--- src/hdl/dds_pkg.sv ---
package dds_pkg;

   //////////////////////////////////////////////////
   // sample and phase widths
   //////////////////////////////////////////////////
   localparam int SAMPLE_W = 12;

   typedef logic signed [SAMPLE_W-1:0] sample_t;

   localparam sample_t SAMPLE_MAX = 12'sh7FF;  // 2047
   localparam sample_t SAMPLE_MIN = 12'sh800;  // -2048

   localparam int PHASE_W = 32;
   localparam logic [PHASE_W-1:0] PHASE_INC = 32'd258;

   // quarter table, indexed by the 4 bits under the quadrant bits
   localparam int LUT_ADDR_W = 4;
   localparam logic [SAMPLE_W-1:0] SINE_QUARTER [2**LUT_ADDR_W] = '{
      12'd0,    12'd214,  12'd426,  12'd633,
      12'd833,  12'd1024, 12'd1203, 12'd1370,
      12'd1521, 12'd1656, 12'd1773, 12'd1870,
      12'd1947, 12'd2002, 12'd2036, 12'd2047
   };

   //////////////////////////////////////////////////
   // dividers and lfsr
   //////////////////////////////////////////////////
   localparam int SYMBOL_DIV   = 4096;  // clocks per symbol
   localparam int SYMBOL_CNT_W = 13;
   localparam int SAMPLE_DIV   = 64;    // clocks per sampling strobe
   localparam int SAMPLE_CNT_W = 7;

   localparam int LFSR_W = 5;
   localparam logic [LFSR_W-1:0] LFSR_SEED = 5'd1;

   //////////////////////////////////////////////////
   // keyboard codes and selections
   //////////////////////////////////////////////////
   typedef enum logic [7:0] {
      SC_1     = 8'h16,
      SC_2     = 8'h1E,
      SC_3     = 8'h26,
      SC_4     = 8'h25,
      SC_5     = 8'h2E,
      SC_6     = 8'h36,
      SC_7     = 8'h3D,
      SC_8     = 8'h3E,
      SC_BREAK = 8'hF0   // release prefix
   } scan_code_e;

   typedef enum logic [1:0] {SINE, COSINE, SAW, SQUARE} wave_sel_e;

   // CARRIER is the unmodulated cosine
   typedef enum logic [1:0] {ASK, BPSK, RAW, CARRIER} mod_sel_e;

endpackage

--- src/hdl/key_event_tracker.sv ---
`timescale 1ns/1ns

module key_event_tracker
(
   input  logic                CLK_25MHZ,
   input  logic                reset_from_key,
   input  logic                key_valid,
   input  logic [7:0]          key_code,
   output dds_pkg::wave_sel_e  wave_sel,
   output dds_pkg::mod_sel_e   mod_sel
);

   typedef enum logic {IDLE, AFTER_BREAK} trk_state_e;

   trk_state_e state;

   always_ff @(posedge CLK_25MHZ)
   begin
      if (reset_from_key)
      begin
         state    <= IDLE;
         wave_sel <= dds_pkg::SINE;
         mod_sel  <= dds_pkg::CARRIER;
      end
      else if (key_valid)
      begin
         case (state)
            IDLE:
            begin
               case (key_code)
                  dds_pkg::SC_BREAK: state <= AFTER_BREAK;
                  // waveform keys
                  dds_pkg::SC_1: wave_sel <= dds_pkg::SINE;
                  dds_pkg::SC_2: wave_sel <= dds_pkg::COSINE;
                  dds_pkg::SC_3: wave_sel <= dds_pkg::SAW;
                  dds_pkg::SC_4: wave_sel <= dds_pkg::SQUARE;
                  // modulation keys
                  dds_pkg::SC_5: mod_sel <= dds_pkg::ASK;
                  dds_pkg::SC_6: mod_sel <= dds_pkg::BPSK;
                  dds_pkg::SC_7: mod_sel <= dds_pkg::RAW;
                  dds_pkg::SC_8: mod_sel <= dds_pkg::CARRIER;
                  default: ;  // other keys ignored
               endcase
            end
            AFTER_BREAK:
            begin
               // swallow the released key code
               state <= IDLE;
            end
            default:
            begin
               state <= IDLE;
            end
         endcase
      end
   end

endmodule

--- src/hdl/lfsr_bit_source.sv ---
`timescale 1ns/1ns

module lfsr_bit_source
(
   input  logic CLK_25MHZ,
   input  logic reset_from_key,
   output logic symbol_bit
);

   logic [dds_pkg::SYMBOL_CNT_W-1:0] div_cnt;
   logic [dds_pkg::LFSR_W-1:0]       lfsr;
   logic                             sym_tick;

   assign sym_tick = (div_cnt == dds_pkg::SYMBOL_CNT_W'(dds_pkg::SYMBOL_DIV - 1));

   // symbol rate divider
   always_ff @(posedge CLK_25MHZ)
   begin
      if (reset_from_key)
         div_cnt <= '0;
      else if (sym_tick)
         div_cnt <= '0;
      else
         div_cnt <= div_cnt + 1'b1;
   end

   // taps 5 and 3 give period 31
   always_ff @(posedge CLK_25MHZ)
   begin
      if (reset_from_key)
         lfsr <= dds_pkg::LFSR_SEED;
      else if (sym_tick)
         lfsr <= {lfsr[3:0], lfsr[4] ^ lfsr[2]};
   end

   assign symbol_bit = lfsr[0];

endmodule

--- src/hdl/dds_wave_gen.sv ---
`timescale 1ns/1ns

module dds_wave_gen
(
   input  logic             CLK_25MHZ,
   input  logic             reset_from_key,
   output dds_pkg::sample_t sin_s,
   output dds_pkg::sample_t cos_s,
   output dds_pkg::sample_t saw_s,
   output dds_pkg::sample_t squ_s
);

   logic [dds_pkg::PHASE_W-1:0]    phase;
   logic [1:0]                     quad;
   logic [1:0]                     cos_quad;
   logic [dds_pkg::LUT_ADDR_W-1:0] addr;

   // full sine from the quarter table
   function automatic dds_pkg::sample_t fold_quarter
   (
      input logic [1:0]                     q,
      input logic [dds_pkg::LUT_ADDR_W-1:0] a
   );
      logic [dds_pkg::LUT_ADDR_W-1:0] idx;
      dds_pkg::sample_t               mag;
      idx = q[0] ? ~a : a;    // mirror odd quadrants
      mag = dds_pkg::sample_t'(dds_pkg::SINE_QUARTER[idx]);
      return q[1] ? -mag : mag;  // lower half negative
   endfunction

   //////////////////////////////////////////////////
   // stage 1: phase accumulator
   //////////////////////////////////////////////////
   always_ff @(posedge CLK_25MHZ)
   begin
      if (reset_from_key)
         phase <= '0;
      else
         phase <= phase + dds_pkg::PHASE_INC;
   end

   assign quad     = phase[dds_pkg::PHASE_W-1 -: 2];
   assign addr     = phase[dds_pkg::PHASE_W-3 -: dds_pkg::LUT_ADDR_W];
   assign cos_quad = quad + 2'd1;  // one quadrant ahead

   //////////////////////////////////////////////////
   // stage 2: table and shape registers
   //////////////////////////////////////////////////
   always_ff @(posedge CLK_25MHZ)
   begin
      if (reset_from_key)
      begin
         sin_s <= '0;
         cos_s <= '0;
         saw_s <= '0;
         squ_s <= '0;
      end
      else
      begin
         sin_s <= fold_quarter(quad, addr);
         cos_s <= fold_quarter(cos_quad, addr);
         // offset binary to two's complement
         saw_s <= {~phase[dds_pkg::PHASE_W-1],
                   phase[dds_pkg::PHASE_W-2 -: dds_pkg::SAMPLE_W-1]};
         squ_s <= phase[dds_pkg::PHASE_W-1] ? dds_pkg::SAMPLE_MIN : dds_pkg::SAMPLE_MAX;
      end
   end

endmodule

--- src/hdl/symbol_modulator.sv ---
`timescale 1ns/1ns

module symbol_modulator
(
   input  logic              CLK_25MHZ,
   input  logic              reset_from_key,
   input  dds_pkg::mod_sel_e mod_sel,
   input  dds_pkg::sample_t  cos_s,
   input  logic              symbol_bit,
   output dds_pkg::sample_t  mod_s
);

   dds_pkg::sample_t mod_next;

   always_comb
   begin
      case (mod_sel)
         dds_pkg::ASK:
            mod_next = symbol_bit ? cos_s : '0;      // on-off keying
         dds_pkg::BPSK:
            mod_next = symbol_bit ? cos_s : -cos_s;  // 180 deg flip on zero
         dds_pkg::RAW:
            mod_next = symbol_bit ? dds_pkg::SAMPLE_MAX : dds_pkg::SAMPLE_MIN;
         default:
            mod_next = cos_s;
      endcase
   end

   // one register stage
   always_ff @(posedge CLK_25MHZ)
   begin
      if (reset_from_key)
         mod_s <= '0;
      else
         mod_s <= mod_next;
   end

endmodule

--- src/hdl/sample_output.sv ---
`timescale 1ns/1ns

module sample_output
(
   input  logic               CLK_25MHZ,
   input  logic               reset_from_key,
   input  dds_pkg::wave_sel_e wave_sel,
   input  dds_pkg::sample_t   sin_s,
   input  dds_pkg::sample_t   cos_s,
   input  dds_pkg::sample_t   saw_s,
   input  dds_pkg::sample_t   squ_s,
   input  dds_pkg::sample_t   mod_s,
   input  logic               symbol_bit,
   output dds_pkg::sample_t   wave_sample,
   output dds_pkg::sample_t   mod_sample,
   output logic               symbol,
   output logic               sample_valid,
   input  logic               sample_ready
);

   logic [dds_pkg::SAMPLE_CNT_W-1:0] smp_cnt;
   logic                             strobe;
   logic                             capture;
   dds_pkg::sample_t                 wave_mux;

   always_comb
   begin
      case (wave_sel)
         dds_pkg::SINE:   wave_mux = sin_s;
         dds_pkg::COSINE: wave_mux = cos_s;
         dds_pkg::SAW:    wave_mux = saw_s;
         default:         wave_mux = squ_s;
      endcase
   end

   //////////////////////////////////////////////////
   // decimation strobe
   //////////////////////////////////////////////////
   assign strobe = (smp_cnt == dds_pkg::SAMPLE_CNT_W'(dds_pkg::SAMPLE_DIV - 1));

   always_ff @(posedge CLK_25MHZ)
   begin
      if (reset_from_key || strobe)
         smp_cnt <= '0;
      else
         smp_cnt <= smp_cnt + 1'b1;
   end

   // strobe dropped unless empty or draining this cycle
   assign capture = strobe && (!sample_valid || sample_ready);

   always_ff @(posedge CLK_25MHZ)
   begin
      if (reset_from_key)
         sample_valid <= 1'b0;
      else if (capture)
         sample_valid <= 1'b1;
      else if (sample_ready)
         sample_valid <= 1'b0;  // transfer done
   end

   always_ff @(posedge CLK_25MHZ)
   begin
      if (capture)
      begin
         wave_sample <= wave_mux;
         mod_sample  <= mod_s;
         symbol      <= symbol_bit;
      end
   end

endmodule

--- src/hdl/dds_modulator_top.sv ---
`timescale 1ns/1ns

module dds_modulator_top
(
   input  logic             CLK_25MHZ,
   input  logic             reset_from_key,
   input  logic             key_valid,
   input  logic [7:0]       key_code,
   output dds_pkg::sample_t wave_sample,
   output dds_pkg::sample_t mod_sample,
   output logic             symbol,
   output logic             sample_valid,
   input  logic             sample_ready
);

   dds_pkg::wave_sel_e wave_sel;
   dds_pkg::mod_sel_e  mod_sel;
   logic               symbol_bit;
   dds_pkg::sample_t   sin_s;
   dds_pkg::sample_t   cos_s;
   dds_pkg::sample_t   saw_s;
   dds_pkg::sample_t   squ_s;
   dds_pkg::sample_t   mod_s;

   //////////////////////////////////////////////////
   // input side
   //////////////////////////////////////////////////
   key_event_tracker i_key_event_tracker (
      .CLK_25MHZ      (CLK_25MHZ),
      .reset_from_key (reset_from_key),
      .key_valid      (key_valid),
      .key_code       (key_code),
      .wave_sel       (wave_sel),
      .mod_sel        (mod_sel)
   );

   //////////////////////////////////////////////////
   // carriers, symbols and modulation
   //////////////////////////////////////////////////
   lfsr_bit_source i_lfsr_bit_source (
      .CLK_25MHZ      (CLK_25MHZ),
      .reset_from_key (reset_from_key),
      .symbol_bit     (symbol_bit)
   );

   dds_wave_gen i_dds_wave_gen (
      .CLK_25MHZ      (CLK_25MHZ),
      .reset_from_key (reset_from_key),
      .sin_s          (sin_s),
      .cos_s          (cos_s),
      .saw_s          (saw_s),
      .squ_s          (squ_s)
   );

   symbol_modulator i_symbol_modulator (
      .CLK_25MHZ      (CLK_25MHZ),
      .reset_from_key (reset_from_key),
      .mod_sel        (mod_sel),
      .cos_s          (cos_s),     // modulated carrier is always cosine
      .symbol_bit     (symbol_bit),
      .mod_s          (mod_s)
   );

   // output side
   sample_output i_sample_output (
      .CLK_25MHZ      (CLK_25MHZ),
      .reset_from_key (reset_from_key),
      .wave_sel       (wave_sel),
      .sin_s          (sin_s),
      .cos_s          (cos_s),
      .saw_s          (saw_s),
      .squ_s          (squ_s),
      .mod_s          (mod_s),
      .symbol_bit     (symbol_bit),
      .wave_sample    (wave_sample),
      .mod_sample     (mod_sample),
      .symbol         (symbol),
      .sample_valid   (sample_valid),
      .sample_ready   (sample_ready)
   );

endmodule

--- config.mk ---
export PLATFORM = sky130hd
export DESIGN_NAME = dds_modulator_top
export DESIGN_NICKNAME = d
export VERILOG_FILES = /design/src/hdl/dds_pkg.sv /design/src/hdl/key_event_tracker.sv /design/src/hdl/lfsr_bit_source.sv /design/src/hdl/dds_wave_gen.sv /design/src/hdl/symbol_modulator.sv /design/src/hdl/sample_output.sv /design/src/hdl/dds_modulator_top.sv
export SDC_FILE = /design/constraint.sdc
export NUM_CORES = 1
export LEC_CHECK = 0
export BUFFER_PORTS_ARGS = -buffer_cell sky130_fd_sc_hd__buf_2
export CAP_MARGIN = 20
export CORE_MARGIN = 4
export CORE_UTILIZATION = 60
export CTS_CLUSTER_SIZE = 40
export DETAILED_ROUTE_END_ITERATION = 10
export HOLD_SLACK_MARGIN = 0.03
export PLACE_DENSITY = 0.75
export SYNTH_ARGS = -nofsm -noshare
export SYNTH_HDL_FRONTEND = slang
export SYNTH_HIERARCHICAL = 1
export SYNTH_SLANG_ARGS = --single-unit
--- constraint.sdc ---
create_clock -name CLK_25MHZ -period 4.3 [get_ports CLK_25MHZ]
set_input_delay 0.215 -clock CLK_25MHZ [delete_from_list [all_inputs] [get_ports CLK_25MHZ]]
set_output_delay 0.215 -clock CLK_25MHZ [all_outputs]
set_load 0.01 [all_outputs]
**Yosys cells after proc, flatten, opt, wreduce, memory -nomap -nowiden**

Memory sizes are Yosys's and may differ from the RTL's.
Cells that the tools add are included.
Widths: inputs -> output; s select.

- Register bits: 148
- Latch bits: 0
- RAM bits: 0
- Memory bits (read-only): 384
- Input port bits: 12
- Output and inout port bits: 26
- Word-level logic and storage cells: 80
- Memories kept: 2

Memory list:

| memory | depth | width | rd ports | clocked after Yosys merged registers in | wr ports | line | text |
|---|---|---|---|---|---|---|---|
| (no name shown) | 16 | 12 | 1 | 0 | 0 | dds_wave_gen.sv:27 | `mag = dds_pkg::sample_t'(dds_pkg::SINE_QUARTER[idx]);` |
| (no name shown) | 16 | 12 | 1 | 0 | 0 | dds_wave_gen.sv:27 |  |

- $add $sub $neg: 7
- Multiply operators: 0
- Div/mod/pow operators: 0
- $lt $le $gt $ge: 2
- Equality and inequality tests: 15
- Shift-type cells: 0
- Mux-type cells: 20
- Bitwise gates (word level): 6
- Reductions and logical operators: 12

Operators with widths:

| kind | number |
|---|---|
| $mux 12 | 10 |
| $pmux 12 s3 | 2 |
| $eq 8x6->1 const B | 6 |
| $neg 12->12 | 3 |
| $add 32x9->32 const B | 1 |
| $eq 8x5->1 const B | 2 |
| $pmux 2 s4 | 2 |
| $add 13x1->13 const B | 1 |
| $eq 13x12->1 const B | 1 |
| $ge 5x5->1 const B | 2 |
| $not 4->5 | 2 |
| $eq 8x8->1 const B | 1 |
| $mux 4 | 2 |
| $reduce_bool 4->1 | 2 |
| $add 7x1->7 const B | 1 |
| $eq 7x6->1 const B | 1 |
| $reduce_and 3->1 | 2 |
| $eq 2x1->1 const B | 2 |
| $eq 2x2->1 const B | 2 |
| $logic_not 2->1 | 2 |
| $not 4->4 | 1 |
| $mux 1 | 3 |
| $add 2x1->2 const B | 1 |
| $logic_or 1x1->1 | 2 |
| other kinds (7) | 8 |

**Logic depth before layout (Yosys ltp)**

- Depth in word-level cells: 8
- Gate-level depth with buffers: 16
- Mapped depth without buffers: 13

**Modules after synthesis**

Netlist, hierarchy kept.

By module, submodules not included:

| module | instances | cells an instance | area each (sq um) | seq. area each (sq um) |
|---|---|---|---|---|
| dds_wave_gen | 1 | 477 | 4055.1 | 1361.3 |
| sample_output | 1 | 70 | 1348.8 | 910.9 |
| lfsr_bit_source | 1 | 83 | 767.0 | 360.3 |
| symbol_modulator | 1 | 85 | 694.4 | 240.2 |
| key_event_tracker | 1 | 37 | 322.8 | 100.1 |

**Worst setup path after synthesis**

No wires, ideal clock.

- Path kind: register to register
- Start point: register i_dds_wave_gen/phase[27] (netlist bit)
- End point: register i_dds_wave_gen.sin_s[10]
- Setup time: 0.120 ns
- Data arrival time: 3.283 ns
- Data required time: 4.180 ns
- Slack: 0.897 ns
- Stages on the path, launching flop included: 14
- Buffers on the path: 3
- Clock period less this slack: 3.403 ns
- Path through: dfxtp_1 buf_4 clkbuf_1 xor2_1 ha_1 clkbuf_1 a21oi_1 mux4_2 inv_1 ha_1 nand2_1 or4b_4 o31a_1 mux2i_1

- Cells in the longest elaborated chain, start to end: 8

RTL lines:

| element | line | text |
|---|---|---|
| start, declared | dds_wave_gen.sv:13 | `logic [dds_pkg::PHASE_W-1:0] phase;` |
| start signal, assigned | dds_wave_gen.sv:39 | `phase <= phase + dds_pkg::PHASE_INC;` |
| $not 4->4 | dds_wave_gen.sv:26 | `idx = q[0] ? ~a : a;` |
| $mux 4 (*) | dds_wave_gen.sv:26 |  |
| $not 4->5 (not written as such) (*) | dds_wave_gen.sv:27 |  |
| $mem_v2 16x12 (*) | - |  |
| $mux 12 (not written as such) (*) (2 in series) | dds_wave_gen.sv:27 |  |
| $neg 12->12 | dds_wave_gen.sv:28 | `return q[1] ? -mag : mag;` |
| $mux 12 (*) | dds_wave_gen.sv:28 |  |
| end signal, assigned | dds_wave_gen.sv:60 | `sin_s <= fold_quarter(quad, addr);` |
| end, declared | dds_wave_gen.sv:7 | `output dds_pkg::sample_t sin_s,` |

Mark *: on every way between the ends. The rest lies on a longest branch, timed or not. The select of a mux whose other input is x is not followed.
A chain may end at the register's enable or synchronous reset.

**Worst setup path after layout**

- Start point: register i_dds_wave_gen/phase[26] (netlist bit)
- End point: register i_dds_wave_gen.sin_s[10]

The elaborated chain is that of the path after synthesis.

==> results.md <==
- Outcome: completed
- Synth Register Bits: 136
- Setup CP Type: flop to flop
- Mapped Avg Cell Area: 9.56 µm²
- Initial Util: 62.2%
- Total CTS buffers: 17
- Root buffer cell: clkbuf_16
- Number of flops mapped to enable cells by yosys: 25
- Critical path peak fanout: 22
- GPL Wtd Cong: 0.923
- Count leader, synth: dfxtp_1
- Final setup vio count: 0
- Arr. time, crit path: 3.88 ns
- Net count, final: 798
- CP peak stage delay: 0.75 ns
- Post-cts gate resize count: 0
- Largest net degree at the start of global routing: 40
- Synth area leader: dfxtp_1
- CP cell instances: nand2b_1, nand2_1, ha_1, mux2i_1, mux4_2, inv_1, ha_1, nand2_1, or4b_4, o31a_1, mux2i_1
- Initial antenna violation count: 0
- Reg2reg setup slack: 0.71 ns
- DR iter-0 viols: 430
- Synth cell count leaders: dfxtp_1, nor2_1, nand2_1, a21oi_1, xor2_1
- Post-CTS setup buffer count: 0
- CTS sink count: 136
- IO Port Bufs: 37
- H-tree depth: 4
- Sw frac: 21.5%
- RSZ-0062 raised after global routing: false
- Max Buffers Root-to-Sink: 2
- GR Overflow Total: 0
- Clock slew seen by the registers of the worst setup and hold paths: 0.05 ns
- IO Pins: 38
- Leakage: 3.03 nW
- Internal power: 2.14 mW
- Critical path required time: 4.59 ns
- Max-slew violations: 0
- Total die area: 13800 µm²
- RR Endpoint: i_dds_wave_gen/sin_s[10]$_SDFF_PP0_
- Residual DRC: 0
- Sequential area share after synthesis: 41.4%
- Post-synth top area share: 30.9%
- Worst Path Buf+Inv: 1
- Power Density: 348 nW/µm²
- Core area: 11600 µm²
- Clock power frac: 47.8%
- Worst-Margin Slew: 1.01 ns
- Min Clock Period, post-route: 3.59 ns
- Kind of cell adding the most delay to the critical path: simple AND/OR/NAND/NOR gates
- Average routed wire per standard cell: 16.0 µm
- Synth Warn #: 6
- Share of cells above drive strength 1: 15.8%
- Cell Area, Synth: 7190 µm²
- Detail-routed via count per cell: 5.87
- Total routed wirelength: 14700 µm
- CTS tree: built
- Via count: 5420
- Max Fclk: 279 MHz
- Synth area leaders: dfxtp_1, edfxtp_1, nor2_1
- Crit path depth: 11
- Worst vdd ir: 0.334 mV
- Final hold violations: 0
- First-pass GRT wire length: 25000 µm
- Post-DRT Antenna Nets: 0
- Fillcell total: 901
- Sum Neg Setup Slack: 0 ns
- R2R depth: 11
- Worst Setup End Kind: flop
- Post-CTS Hold Fix Bufs: 0
- Hold Path Stages: 3
- Tot GR Track Use: 21.7%
- Die Ht: 117 µm
- DP Wirelength: 10500 µm
- MaxCap Viol Count: 0
- Final worst path period share: 83.4%
- Top_reg_cell synth: dfxtp_1
- Die W: 117 µm
- Row cnt: 39
- Worst R2R Start: i_dds_wave_gen/phase[26]$_SDFF_PP0_
- P&R area growth vs syn: 9.17%
- CP Launch Type: flop
- Psw: 586 µW
- CP max-delay cell: dfxtp_1
- Clk_skew: 0.00915 ns
- WHS: 0.101 ns
- Crit path to: i_dds_wave_gen/sin_s[10]$_SDFF_PP0_
- Combinational share of power: 3.0%
- Asr flop ratio synth: 0%
- Netlist cell types: 86
- Syn Inst Count: 752
- HP Class: primary input to flop
- Worst-skew pair later-pin latency: 0.41 ns
- Reg power frac: 49.2%
- First-pass DRT Iterations: 5
- Vias in the first global route: 5191
- Diode count: 0
- Slew HR: 31.9%
- CP startpoint: i_dds_wave_gen/phase[26]$_SDFF_PP0_
- Synthesized Nets: 783
## worst register-to-register path, cell delays in order (launching register included)
cell and delay (ns):
dfxtp_1 0.75, nand2b_1 0.23, nand2_1 0.11, ha_1 0.49
mux2i_1 0.12, mux4_2 0.53, inv_1 0.13, ha_1 0.15
nand2_1 0.05, or4b_4 0.50, o31a_1 0.30, mux2i_1 0.12
## per-stage QoR
stage	instances	setup slack [ns]	total power [mW]	cell area, µm²	util, %
after floorplan	752	0.897	1.43	7190	-
after global placement	891	0.820	1.44	7310	63.2
after detailed placement	891	0.758	1.45	7310	63.2
after CTS	923	0.738	2.75	7850	67.9
after global routing	923	0.303	2.82	7850	67.9
final	923	0.712	2.73	7850	67.9
## worst min path at each step
stage                                                       from                                        end  slack, ns
after floorplan                                   reset_from_key     i_key_event_tracker/state$_SDFFE_PP0P_       0.28
after global placement    i_symbol_modulator/mod_s[0]$_SDFF_PP0_    i_sample_output/mod_sample[0]$_DFFE_PP_       0.39
after detailed placement  i_symbol_modulator/mod_s[6]$_SDFF_PP0_    i_sample_output/mod_sample[6]$_DFFE_PP_       0.39
after CTS                                           sample_ready  i_sample_output/sample_valid$_SDFFE_PP0P_       0.09
after global routing                                sample_ready  i_sample_output/sample_valid$_SDFFE_PP0P_       0.11
final                                               sample_ready  i_sample_output/sample_valid$_SDFFE_PP0P_       0.10
## cell type report
cell class / instances / area [µm²] / area share (%)
multi-input combinational: 540 / 3810 / 48.5
inverter: 26 / 97.6 / 1.24
tap: 143 / 179 / 2.28
timing repair buffer: 46 / 253 / 3.22
clock buffer: 19 / 433 / 5.52
clock inverter: 13 / 106 / 1.36
sequential: 136 / 2970 / 37.9
## registers in the layout (all words and copies together) (netlist names), 7 cells and up
name / cells
i_lfsr_bit_source/div_cnt: 13
i_sample_output/mod_sample: 12
i_sample_output/smp_cnt: 7
i_dds_wave_gen/sin_s: 12
i_dds_wave_gen/phase: 31
i_dds_wave_gen/cos_s: 12
i_symbol_modulator/mod_s: 12
i_dds_wave_gen/saw_s: 11
i_sample_output/wave_sample: 12
## layer usage
layer  global-route usage [%]  wire [µm]
met2                     35.4       6970
met1                     28.9       6870
met3                     5.05        810
met4                     6.52         84
met5                        0          0
## power by group through the flow
stage / combinational [mW] / sequential (mW) / clock, mW
after global placement: 0.0761 / 1.37 / 0
after CTS: 0.0803 / 1.34 / 1.33
after floorplan: 0.0667 / 1.36 / 0
after detailed placement: 0.0795 / 1.37 / 0
after global routing: 0.0913 / 1.35 / 1.39
final: 0.0809 / 1.34 / 1.30
## kinds of logic (layout without fill, tap and decap cells)
group                      Yosys count  count (layout)  synth area share (%)
buffers and inverters               76             104                  5.73
and+or+nand+nor                    309             309                  23.0
xor gates and xnor gates            52              52                  6.34
muxes                               44              44                  9.00
AOI/OAI and AO/OA                  116             116                  11.2
DFF                                136             136                  41.4
adders and majority gates           19              19                  3.31
## cell usage in the layout (no fill, tap or decap), types with 4 or more instances in the layout
| cell type | n |
|---|---|
| or2_2 | 7 |
| a31oi_1 | 5 |
| nor3b_1 | 4 |
| o31ai_1 | 4 |
| o41ai_1 | 4 |
| or3_1 | 10 |
| and4_1 | 4 |
| mux4_2 | 13 |
| o22ai_1 | 5 |
| nor2_1 | 98 |
| nand2b_1 | 19 |
| a311oi_1 | 6 |
| dfxtp_1 | 111 |
| nand4_1 | 9 |
| xor2_1 | 29 |
| buf_2 | 37 |
| ha_1 | 19 |
| nor3_1 | 22 |
| nor2b_1 | 22 |
| a21oi_1 | 30 |
| clkinv_1 | 4 |
| a211oi_1 | 5 |
| inv_1 | 25 |
| mux2_2 | 8 |
| nand2_1 | 41 |
| clkbuf_16 | 17 |
| buf_4 | 9 |
| xnor2_1 | 23 |
| mux2i_1 | 20 |
| edfxtp_1 | 25 |
| and3_1 | 9 |
| nor4_1 | 4 |
| o21ai_0 | 21 |
| nand3_1 | 26 |
Power figures use the tool's default switching activity.
